$ cat config.mk
export PLATFORM = sky130hd
export DESIGN_NAME = rvMulticycle
export DESIGN_NICKNAME = d
export VERILOG_FILES = /design/src/rtl/rvPkg.sv /design/src/rtl/rvAlu.sv /design/src/rtl/rvControlFsm.sv /design/src/rtl/rvDatapath.sv /design/src/rtl/rvInstrDecoder.sv /design/src/rtl/rvMulticycle.sv /design/src/rtl/rvRegFile.sv
export SDC_FILE = /design/constraint.sdc
export NUM_CORES = 2
export LEC_CHECK = 0
export BUFFER_PORTS_ARGS = -buffer_cell sky130_fd_sc_hd__buf_4
export CORE_ASPECT_RATIO = 0.7
export CORE_MARGIN = 3
export CORE_UTILIZATION = 60
export DETAILED_ROUTE_END_ITERATION = 12
export PLACE_DENSITY = 0.8
export SKIP_LAST_GASP = 1
export SYNTH_ARGS = -nofsm -noshare
export SYNTH_HDL_FRONTEND = slang
export SYNTH_HIERARCHICAL = 1
export SYNTH_SLANG_ARGS = --single-unit
$ cat constraint.sdc
create_clock -name clk -period 9.9 [get_ports clk]
set_input_delay 1.98 -clock clk [delete_from_list [all_inputs] [get_ports clk]]
set_output_delay 1.98 -clock clk [all_outputs]
set_load 0.03 [all_outputs]
$ cat src/rtl/rvPkg.sv
//**********************************************************
// Shared types and encodings for the RV32I multicycle core.
// Covers only lw, sw, add, sub, and, or, slt, addi, andi,
// ori, slti, beq and jal. Other opcodes are not decoded.
//**********************************************************
`default_nettype none

package rvPkg;

    typedef logic [31:0] word_t;    // data or address word
    typedef logic [4:0]  regAddr_t; // register index

    typedef enum logic [6:0] {
        opLoad   = 7'b0000011,
        opStore  = 7'b0100011,
        opRType  = 7'b0110011,
        opIType  = 7'b0010011,
        opJal    = 7'b1101111,
        opBranch = 7'b1100011
    } opcode_t;

    typedef enum logic [2:0] {
        aluAdd = 3'b000,
        aluSub = 3'b001,
        aluAnd = 3'b010,
        aluOr  = 3'b011,
        aluSlt = 3'b101
    } aluCtrl_t;

    typedef enum logic [1:0] {immI, immS, immB, immJ} immSel_t;
    typedef enum logic [1:0] {opClassAdd, opClassSub, opClassFunct} aluOpClass_t;
    typedef enum logic [1:0] {selPc, selOldPc, selRegA} srcASel_t;
    typedef enum logic [1:0] {selWriteData, selImm, selFour} srcBSel_t;
    typedef enum logic [1:0] {selAluOut, selData, selAluResult} resultSel_t;

    // Moore outputs of the sequencing FSM
    typedef struct packed {
        logic        pcUpdate;
        logic        branch;     // pc loads on zero flag
        logic        regWrite;
        logic        memWrite;
        logic        irWrite;    // also the fetch strobe
        logic        adrSrc;     // 0 pc, 1 result
        resultSel_t  resultSrc;
        srcASel_t    aluSrcA;
        srcBSel_t    aluSrcB;
        aluOpClass_t aluOpClass;
    } ctrlWord_t;

    typedef struct packed {
        aluCtrl_t aluCtrl;
        immSel_t  immSel;
    } decodeOut_t;

endpackage

`default_nettype wire

$ cat src/rtl/rvAlu.sv
//**********************************************************
// Combinational ALU. slt compares signed operands.
// Codes outside the five used ones return the sum.
//**********************************************************
`timescale 1ns/1ps
`default_nettype none

module rvAlu (
    input  wire  rvPkg::aluCtrl_t ctrl,
    input  wire  rvPkg::word_t    srcA,
    input  wire  rvPkg::word_t    srcB,
    output rvPkg::word_t          result,
    output logic                  zero
);

    logic lessThan;

    assign lessThan = $signed(srcA) < $signed(srcB);

    always_comb begin
        case (ctrl)
            rvPkg::aluSub: result = srcA - srcB;
            rvPkg::aluAnd: result = srcA & srcB; // bitwise
            rvPkg::aluOr:  result = srcA | srcB;
            rvPkg::aluSlt: result = {31'b0, lessThan};
            default:       result = srcA + srcB;
        endcase
    end

    assign zero = (result == '0); // used by beq only

endmodule

`default_nettype wire

$ cat src/rtl/rvControlFsm.sv
//**********************************************************
// Instruction sequencing FSM with Moore control outputs.
// Holds in Fetch while rst is high. Unknown opcodes go
// straight back to Fetch after Decode.
//**********************************************************
`timescale 1ns/1ps
`default_nettype none

module rvControlFsm (
    input  wire                  clk,
    input  wire                  rst,
    input  wire  rvPkg::opcode_t opcode,
    output rvPkg::ctrlWord_t     ctrl
);

    typedef enum logic [3:0] {
        stFetch, stDecode, stMemAdr, stMemRead, stMemWB, stMemWrite,
        stExecuteR, stAluWB, stExecuteI, stJal, stBeq
    } state_t;

    state_t state;
    state_t nextState;

    always_ff @(posedge clk) begin
        if (rst) state <= stFetch;
        else     state <= nextState;
    end

    always_comb begin
        case (state)
            stFetch: nextState = stDecode;
            stDecode: begin
                case (opcode)
                    rvPkg::opLoad, rvPkg::opStore: nextState = stMemAdr;
                    rvPkg::opRType:  nextState = stExecuteR;
                    rvPkg::opIType:  nextState = stExecuteI;
                    rvPkg::opJal:    nextState = stJal;
                    rvPkg::opBranch: nextState = stBeq;
                    default:         nextState = stFetch;
                endcase
            end
            stMemAdr:   nextState = (opcode == rvPkg::opLoad) ? stMemRead : stMemWrite;
            stMemRead:  nextState = stMemWB;
            stExecuteR: nextState = stAluWB;
            stExecuteI: nextState = stAluWB;
            stJal:      nextState = stAluWB;
            default:    nextState = stFetch; // MemWB, MemWrite, AluWB, Beq
        endcase
    end

    always_comb begin
        ctrl            = '0;
        ctrl.resultSrc  = rvPkg::selAluOut;
        ctrl.aluSrcA    = rvPkg::selPc;
        ctrl.aluSrcB    = rvPkg::selWriteData;
        ctrl.aluOpClass = rvPkg::opClassAdd;
        case (state)
            stFetch: begin
                ctrl.irWrite   = 1'b1;
                ctrl.pcUpdate  = 1'b1;
                ctrl.resultSrc = rvPkg::selAluResult; // pc + 4 straight into pc
                ctrl.aluSrcB   = rvPkg::selFour;
            end
            stDecode: begin
                ctrl.aluSrcA = rvPkg::selOldPc; // branch or jump target
                ctrl.aluSrcB = rvPkg::selImm;
            end
            stMemAdr: begin
                ctrl.aluSrcA = rvPkg::selRegA;
                ctrl.aluSrcB = rvPkg::selImm;
            end
            stMemRead: ctrl.adrSrc = 1'b1;
            stMemWB: begin
                ctrl.regWrite  = 1'b1;
                ctrl.resultSrc = rvPkg::selData;
            end
            stMemWrite: begin
                ctrl.adrSrc   = 1'b1;
                ctrl.memWrite = 1'b1;
            end
            stExecuteR: begin
                ctrl.aluSrcA    = rvPkg::selRegA;
                ctrl.aluOpClass = rvPkg::opClassFunct;
            end
            stAluWB: ctrl.regWrite = 1'b1;
            stExecuteI: begin
                ctrl.aluSrcA    = rvPkg::selRegA;
                ctrl.aluSrcB    = rvPkg::selImm;
                ctrl.aluOpClass = rvPkg::opClassFunct;
            end
            stJal: begin
                ctrl.pcUpdate = 1'b1;            // target held in aluOut
                ctrl.aluSrcA  = rvPkg::selOldPc; // link address for AluWB
                ctrl.aluSrcB  = rvPkg::selFour;
            end
            stBeq: begin
                ctrl.branch     = 1'b1;
                ctrl.aluSrcA    = rvPkg::selRegA;
                ctrl.aluOpClass = rvPkg::opClassSub;
            end
            default: ctrl.irWrite = 1'b0;
        endcase
    end

endmodule

`default_nettype wire

$ cat src/rtl/rvDatapath.sv
//**********************************************************
// Datapath of the multicycle core. Every holding register
// except pc and the instruction pair loads each cycle, so
// values pass one cycle late between FSM states.
//**********************************************************
`timescale 1ns/1ps
`default_nettype none

module rvDatapath #(
    parameter rvPkg::word_t resetPc = 32'h00400000
) (
    input  wire                      clk,
    input  wire                      rst,
    input  wire  rvPkg::ctrlWord_t   ctrl,
    input  wire  rvPkg::decodeOut_t  dec,
    input  wire  rvPkg::word_t       memRData,
    output rvPkg::word_t             instr,
    output rvPkg::word_t             memAddr,
    output rvPkg::word_t             memWData
);

    rvPkg::word_t pc;
    rvPkg::word_t oldPc;
    rvPkg::word_t regA;
    rvPkg::word_t writeData;
    rvPkg::word_t aluOut;
    rvPkg::word_t readData;
    rvPkg::word_t rd1;
    rvPkg::word_t rd2;
    rvPkg::word_t srcA;
    rvPkg::word_t srcB;
    rvPkg::word_t aluResult;
    rvPkg::word_t result;
    rvPkg::word_t immExt;
    logic         zero;
    logic         pcEn;

    assign pcEn     = ctrl.pcUpdate | (ctrl.branch & zero); // beq taken on equal
    assign memAddr  = ctrl.adrSrc ? result : pc;
    assign memWData = writeData;

    always_ff @(posedge clk) begin
        if (rst) begin
            pc        <= resetPc;
            oldPc     <= '0;
            instr     <= '0;
            regA      <= '0;
            writeData <= '0;
            aluOut    <= '0;
            readData  <= '0;
        end else begin
            if (pcEn) pc <= result;
            if (ctrl.irWrite) begin
                oldPc <= pc; // kept for branch target and link
                instr <= memRData;
            end
            regA      <= rd1;
            writeData <= rd2;
            aluOut    <= aluResult;
            readData  <= memRData;
        end
    end

    always_comb begin
        case (dec.immSel)
            rvPkg::immS: immExt = {{20{instr[31]}}, instr[31:25], instr[11:7]};
            rvPkg::immB: immExt = {{20{instr[31]}}, instr[7], instr[30:25], instr[11:8], 1'b0};
            rvPkg::immJ: immExt = {{12{instr[31]}}, instr[19:12], instr[20], instr[30:21], 1'b0};
            default:     immExt = {{20{instr[31]}}, instr[31:20]}; // I format
        endcase
    end

    always_comb begin
        case (ctrl.aluSrcA)
            rvPkg::selOldPc: srcA = oldPc;
            rvPkg::selRegA:  srcA = regA;
            default:         srcA = pc;
        endcase
        case (ctrl.aluSrcB)
            rvPkg::selImm:  srcB = immExt;
            rvPkg::selFour: srcB = 32'd4;
            default:        srcB = writeData;
        endcase
        case (ctrl.resultSrc)
            rvPkg::selData:      result = readData;
            rvPkg::selAluResult: result = aluResult; // pc + 4 in Fetch
            default:             result = aluOut;
        endcase
    end

    rvRegFile u_rvRegFile (
        .clk (clk),
        .rst (rst),
        .we  (ctrl.regWrite),
        .ra1 (instr[19:15]),
        .ra2 (instr[24:20]),
        .wa  (instr[11:7]),
        .wd  (result),
        .rd1 (rd1),
        .rd2 (rd2)
    );

    rvAlu u_rvAlu (
        .ctrl   (dec.aluCtrl),
        .srcA   (srcA),
        .srcB   (srcB),
        .result (aluResult),
        .zero   (zero)
    );

endmodule

`default_nettype wire

$ cat src/rtl/rvInstrDecoder.sv
//**********************************************************
// ALU function and immediate format from the instruction.
// Only the funct3 codes of the kept instructions decode.
//**********************************************************
`timescale 1ns/1ps
`default_nettype none

module rvInstrDecoder (
    input  wire  rvPkg::ctrlWord_t ctrl,
    input  wire  rvPkg::word_t     instr,
    output rvPkg::decodeOut_t      dec
);

    logic [2:0] funct3;
    logic       funct7b5;
    logic       opcodeB5;

    assign funct3   = instr[14:12];
    assign funct7b5 = instr[30];
    assign opcodeB5 = instr[5]; // set for R-type, clear for I-type

    always_comb begin
        case (instr[6:0])
            rvPkg::opStore:  dec.immSel = rvPkg::immS;
            rvPkg::opBranch: dec.immSel = rvPkg::immB;
            rvPkg::opJal:    dec.immSel = rvPkg::immJ;
            default:         dec.immSel = rvPkg::immI; // load and I-type
        endcase
        case (ctrl.aluOpClass)
            rvPkg::opClassSub: dec.aluCtrl = rvPkg::aluSub;
            rvPkg::opClassFunct: begin
                case (funct3)
                    3'b000: begin
                        if (opcodeB5 && funct7b5) dec.aluCtrl = rvPkg::aluSub;
                        else                      dec.aluCtrl = rvPkg::aluAdd;
                    end
                    3'b010:  dec.aluCtrl = rvPkg::aluSlt;
                    3'b110:  dec.aluCtrl = rvPkg::aluOr;
                    3'b111:  dec.aluCtrl = rvPkg::aluAnd;
                    default: dec.aluCtrl = rvPkg::aluAdd;
                endcase
            end
            default: dec.aluCtrl = rvPkg::aluAdd; // pc + 4, targets, addresses
        endcase
    end

endmodule

`default_nettype wire

$ cat src/rtl/rvMulticycle.sv
//**********************************************************
// Multicycle RV32I core with one unified memory port.
// memRData must follow memAddr in the same cycle; writes
// land on the rising edge while memWrite is high.
// fetch is high for every fetch cycle, also during reset.
//**********************************************************
`timescale 1ns/1ps
`default_nettype none

module rvMulticycle #(
    parameter rvPkg::word_t resetPc = 32'h00400000 // must be word aligned
) (
    input  wire                clk,
    input  wire                rst,
    input  wire  rvPkg::word_t memRData,
    output rvPkg::word_t       memAddr,
    output rvPkg::word_t       memWData,
    output logic               memWrite,
    output logic               fetch
);

    rvPkg::ctrlWord_t  ctrl;
    rvPkg::decodeOut_t dec;
    rvPkg::word_t      instr;
    rvPkg::opcode_t    opcode;

    assign opcode   = rvPkg::opcode_t'(instr[6:0]);
    assign memWrite = ctrl.memWrite;
    assign fetch    = ctrl.irWrite; // instruction register loads only in Fetch

    rvControlFsm u_rvControlFsm (
        .clk    (clk),
        .rst    (rst),
        .opcode (opcode),
        .ctrl   (ctrl)
    );

    rvInstrDecoder u_rvInstrDecoder (
        .ctrl  (ctrl),
        .instr (instr),
        .dec   (dec)
    );

    rvDatapath #(.resetPc(resetPc)) u_rvDatapath (
        .clk      (clk),
        .rst      (rst),
        .ctrl     (ctrl),
        .dec      (dec),
        .memRData (memRData),
        .instr    (instr),
        .memAddr  (memAddr),
        .memWData (memWData)
    );

endmodule

`default_nettype wire

$ cat src/rtl/rvRegFile.sv
//**********************************************************
// 32 x 32 register bank, two async reads, one sync write.
// x0 reads as zero whatever was written to it.
//**********************************************************
`timescale 1ns/1ps
`default_nettype none

module rvRegFile (
    input  wire                  clk,
    input  wire                  rst,
    input  wire                  we,
    input  wire  rvPkg::regAddr_t ra1,
    input  wire  rvPkg::regAddr_t ra2,
    input  wire  rvPkg::regAddr_t wa,
    input  wire  rvPkg::word_t    wd,
    output rvPkg::word_t          rd1,
    output rvPkg::word_t          rd2
);

    rvPkg::word_t regs [32];

    always_ff @(posedge clk) begin
        if (rst) begin
            for (int i = 0; i < 32; i++) regs[i] <= '0;
        end else if (we) begin
            regs[wa] <= wd;
        end
    end

    assign rd1 = (ra1 == '0) ? '0 : regs[ra1];
    assign rd2 = (ra2 == '0) ? '0 : regs[ra2];

endmodule

`default_nettype wire

==> impl_results.md <==
- Clock slew at the register clock pins of the worst setup and hold paths: ~0.070 ns
- Fillers: 8191
- Remaining DRCs: 0
- Largest family of logic cells by synthesized area: multiplexers
- Die ar.: 121000 um^2
- Top_reg_cell synth: edfxtp_1
- RSZ-0062 raised after global routing: no
- Detailed Routing Iterations Pass 1: 6
- Proportion of synthesized area in mux cells: 19.6%
- First-pass GRT wire length: ~350000 um
- Failing checks: capacitance limit, slew limit
- Number of flops mapped to enable cells by yosys: between 1k and 1.5k
- Clock sink count: roughly 1.3k
- Crit Path Max Fanout: 15
- Placer's final routability congestion estimate: ~1.0
- Initial antenna violation count: 22
- Share of cells above drive strength 1: between 20 and 25%
- Synthesized area per cell: between 10 and 15 um^2
- Post-synth top area share: between 40% and 50%
- Post-synthesis xor/xnor area fraction: less than 1%
- Crit-path max cell delay: a little under 0.6 ns
- Worst Path Class, Setup: reg -> out
- I/O Pins: 100
- Final setup TNS: 0 ns
- Final ANT Viol Nets: 0
- Slowest stage cell, crit path: or4_1
- FP Rows: between 100 and 150
- Total track usage: 40.0%
- Vias in the first global route: between 40k and 50k
- Footprint of the multi-input gates: between 30000 and 40000 um^2
- Req. time, crit path: a little under 8 ns
- Core region area: 115000 um^2
- Die width: approximately 410 um
- Synthesis-stage register bit count: ~1.3k
- Input/output buffers: between 90 and 100
- Vias per cell: approximately 7.3
- Fin crit share: 95.9%
- Post-Synth Simple-Gate Area: between 10% and 20%
- GRT Residual Overflow: 0
- Final setup vio count: 0
- Status: finished with violations
- CTS Buf Count: approximately 120
- Clock tree buffer depth: 3
- Post-synthesis sequential area ratio: 50.5%
- Setup Skew: around 0.06 ns
- Vias: 51.4k
- Cells after Synth: ~5.5k
- Worst Tran Pin Value: 1.56 ns
- Area share of fa/ha/maj cells after synthesis: 1.93%
- Rel. slew slack: -6.74%
- Max-slew violations: 3
- Mapped Area: 70000 um^2
- Max Clk Rate: 105 MHz
- Area leader, netlist: edfxtp_1
- Largest net degree at the start of global routing: around 110
- Fin. Hold Viols: 0
- Compound-Gate Fraction of Synth Area: about 8.1%
- Layout area overhead: 8.59%
- Final hold slack: about 0.50 ns
- Critical Path End Type: output pin
- Arr. time, crit path: between 7 and 8 ns
- Sequential cell area: approximately 35000 um^2
- Synthesized Nets: around 5.6k
- Routed wire length: between 200000 and 250000 um
- DRT iter0 DRCs: approximately 9.6k
- CP Launch Type: flip-flop
- Initial Util: approximately 61%
- Count of cell types in the netlist: between 100 and 150
- MaxCap Viol Count: 2
- Setup Buffers After CTS: 0
- Final core utilization: roughly two thirds
- P_leak: around 0.027 uW
- Worst-Skew Late Latency: a little under 0.8 ns
- PwrDens: around 170 nW/um^2
- Hold crit path type: reg -> reg
- Yosys warns: 6
- Nets: 5525
- Minimum clock period: between 9 and 10 ns
- Synth area leaders: edfxtp_1 44%, mux4_2 15%, and2_1 9.3%
- DR WL/cell: 35.0 um
- FFs w/ async S/R, synth: 0%
- VDD IR max: around 0.00016 V
- CTS tree: built
- Die H: slightly below 300 um
- Root Driver: clkbuf_16
- H-tree levels: 3
- Post-DP HPWL: approximately 160000 um
-- per-stage QoR --
stage	instances	worst slack (ns)	area [um^2]	power, uW
after floorplan	5483	2.23	70000	7390
after global placement	6804	0.805	72000	8120
after detailed placement	6804	0.781	72000	8150
after CTS	7024	0.0943	75900	12700
after global routing	7028	0.0241	76000	13100
final	7038	0.403	76000	12800
-- cells in the mapped netlist, types with 104 or more instances --
library cell,instances
and2_1,1037
edfxtp_1,1024
mux4_2,464
clkbuf_1,338
mux2i_1,248
dfxtp_1,228
nand2_1,212
nor2_1,211
nor2b_1,166
o21ai_0,124
inv_1,123
o22ai_1,113
ha_1,104
-- layout make-up --
type                    instances  area share, %
repair buffers                305           3.03
diodes                         13         0.0428
clock inverters                68           1.10
clock buffers                 152           4.08
inverters                     125          0.621
flip-flops and latches       1252           46.5
multi-input cells            3586           42.1
well taps                    1537           2.53
-- logic make-up (layout without fill, tap and decap cells) --
family | Yosys count | in the layout
multiplexers | 780 | 780
AND/OR/NAND/NOR | 1914 | 1914
adder cells (fa/ha/maj) | 107 | 107
flip-flops | 1252 | 1252
XOR/XNOR | 8 | 8
AO/OA/AOI/OAI | 777 | 777
buffers and inverters | 645 | 650
other | 0 | 13
-- timing repair --
action | CTS | global route
endpoints found under the setup margin | 1 | 10
resized for setup | 1 | 21
hold buffers | 0 | 0
cloned | 0 | 0
-- path summary, 6_finish.rpt --
| path | cells after the start | slack (ns) | start | endpoint |
|---|---|---|---|---|
| setup / recovery | 25 | 0.40 | u_rvControlFsm/state[1]$_SDFF_PP0_ | memAddr[31] |
| hold / removal | 2 | 0.50 | u_rvDatapath/oldPc[6]$_SDFFE_PP0P_ | u_rvDatapath/oldPc[6]$_SDFFE_PP0P_ |
| setup reg to reg | 25 | 1.78 | u_rvControlFsm/state[1]$_SDFF_PP0_ | u_rvDatapath/pc[5]$_SDFFE_PP0P_ |
| hold reg to reg | 2 | 0.50 | u_rvDatapath/oldPc[6]$_SDFFE_PP0P_ | u_rvDatapath/oldPc[6]$_SDFFE_PP0P_ |
-- state kept, by name, indices dropped and copies added (netlist names) --
register and flops:
u_rvDatapath/pc 32, u_rvDatapath/instr 32, u_rvDatapath/u_rvRegFile/regs 1024, u_rvDatapath/memWData 32, u_rvDatapath/readData 32, u_rvDatapath/oldPc 32
u_rvDatapath/regA 32, u_rvDatapath/aluOut 32, u_rvControlFsm/state 4
-- layout by cell type, fill, tap and decap left out, types with 18 or more instances in the layout --
| master | count |
|---|---|
| nor2b_1 | 164 |
| a22oi_1 | 53 |
| mux4_2 | 464 |
| a21oi_1 | 91 |
| buf_4 | 302 |
| nor4_1 | 18 |
| o21ai_2 | 33 |
| inv_1 | 123 |
| clkinv_2 | 20 |
| and2_1 | 1036 |
| clkbuf_1 | 28 |
| nand2b_1 | 23 |
| clkbuf_16 | 115 |
| dfxtp_1 | 217 |
| nor2_1 | 173 |
| mux2_2 | 68 |
| nand3_1 | 31 |
| nand2_1 | 212 |
| o22ai_1 | 113 |
| a22o_1 | 84 |
| edfxtp_1 | 1024 |
| a22oi_2 | 30 |
| o21ai_0 | 113 |
| mux2i_1 | 248 |
| a2111oi_0 | 65 |
| ha_1 | 100 |
| or2_2 | 43 |
| nor2_2 | 36 |
| nor3_1 | 80 |
-- worst max-delay path, delay by kind of cell (launching register included) --
family          cells  cell delay, ns
compound gates     10            2.59
simple gates        8            1.97
fa+ha+maj           2            0.96
buf+inv             4            0.56
mux                 1            0.33
flops               1            0.31
-- per-layer routing --
layer	wire (um)	up-vias	track usage, %
met5	118	-	0.308
met4	12800	16	17.1
met3	46200	817	17.6
met2	98700	5072	53.8
met1	88300	25200	56.5
li1	-	20300	-
-- report_power, final --
part / switching [uW] / total (uW) / internal (uW)
Combinational: 1320 / 2070 / 755
Clock: 2070 / 4680 / 2610
Sequential: 207 / 6090 / 5890
Total: 3600 / 12800 / 9250
Note: power is estimated with default switching activity, not from simulation.
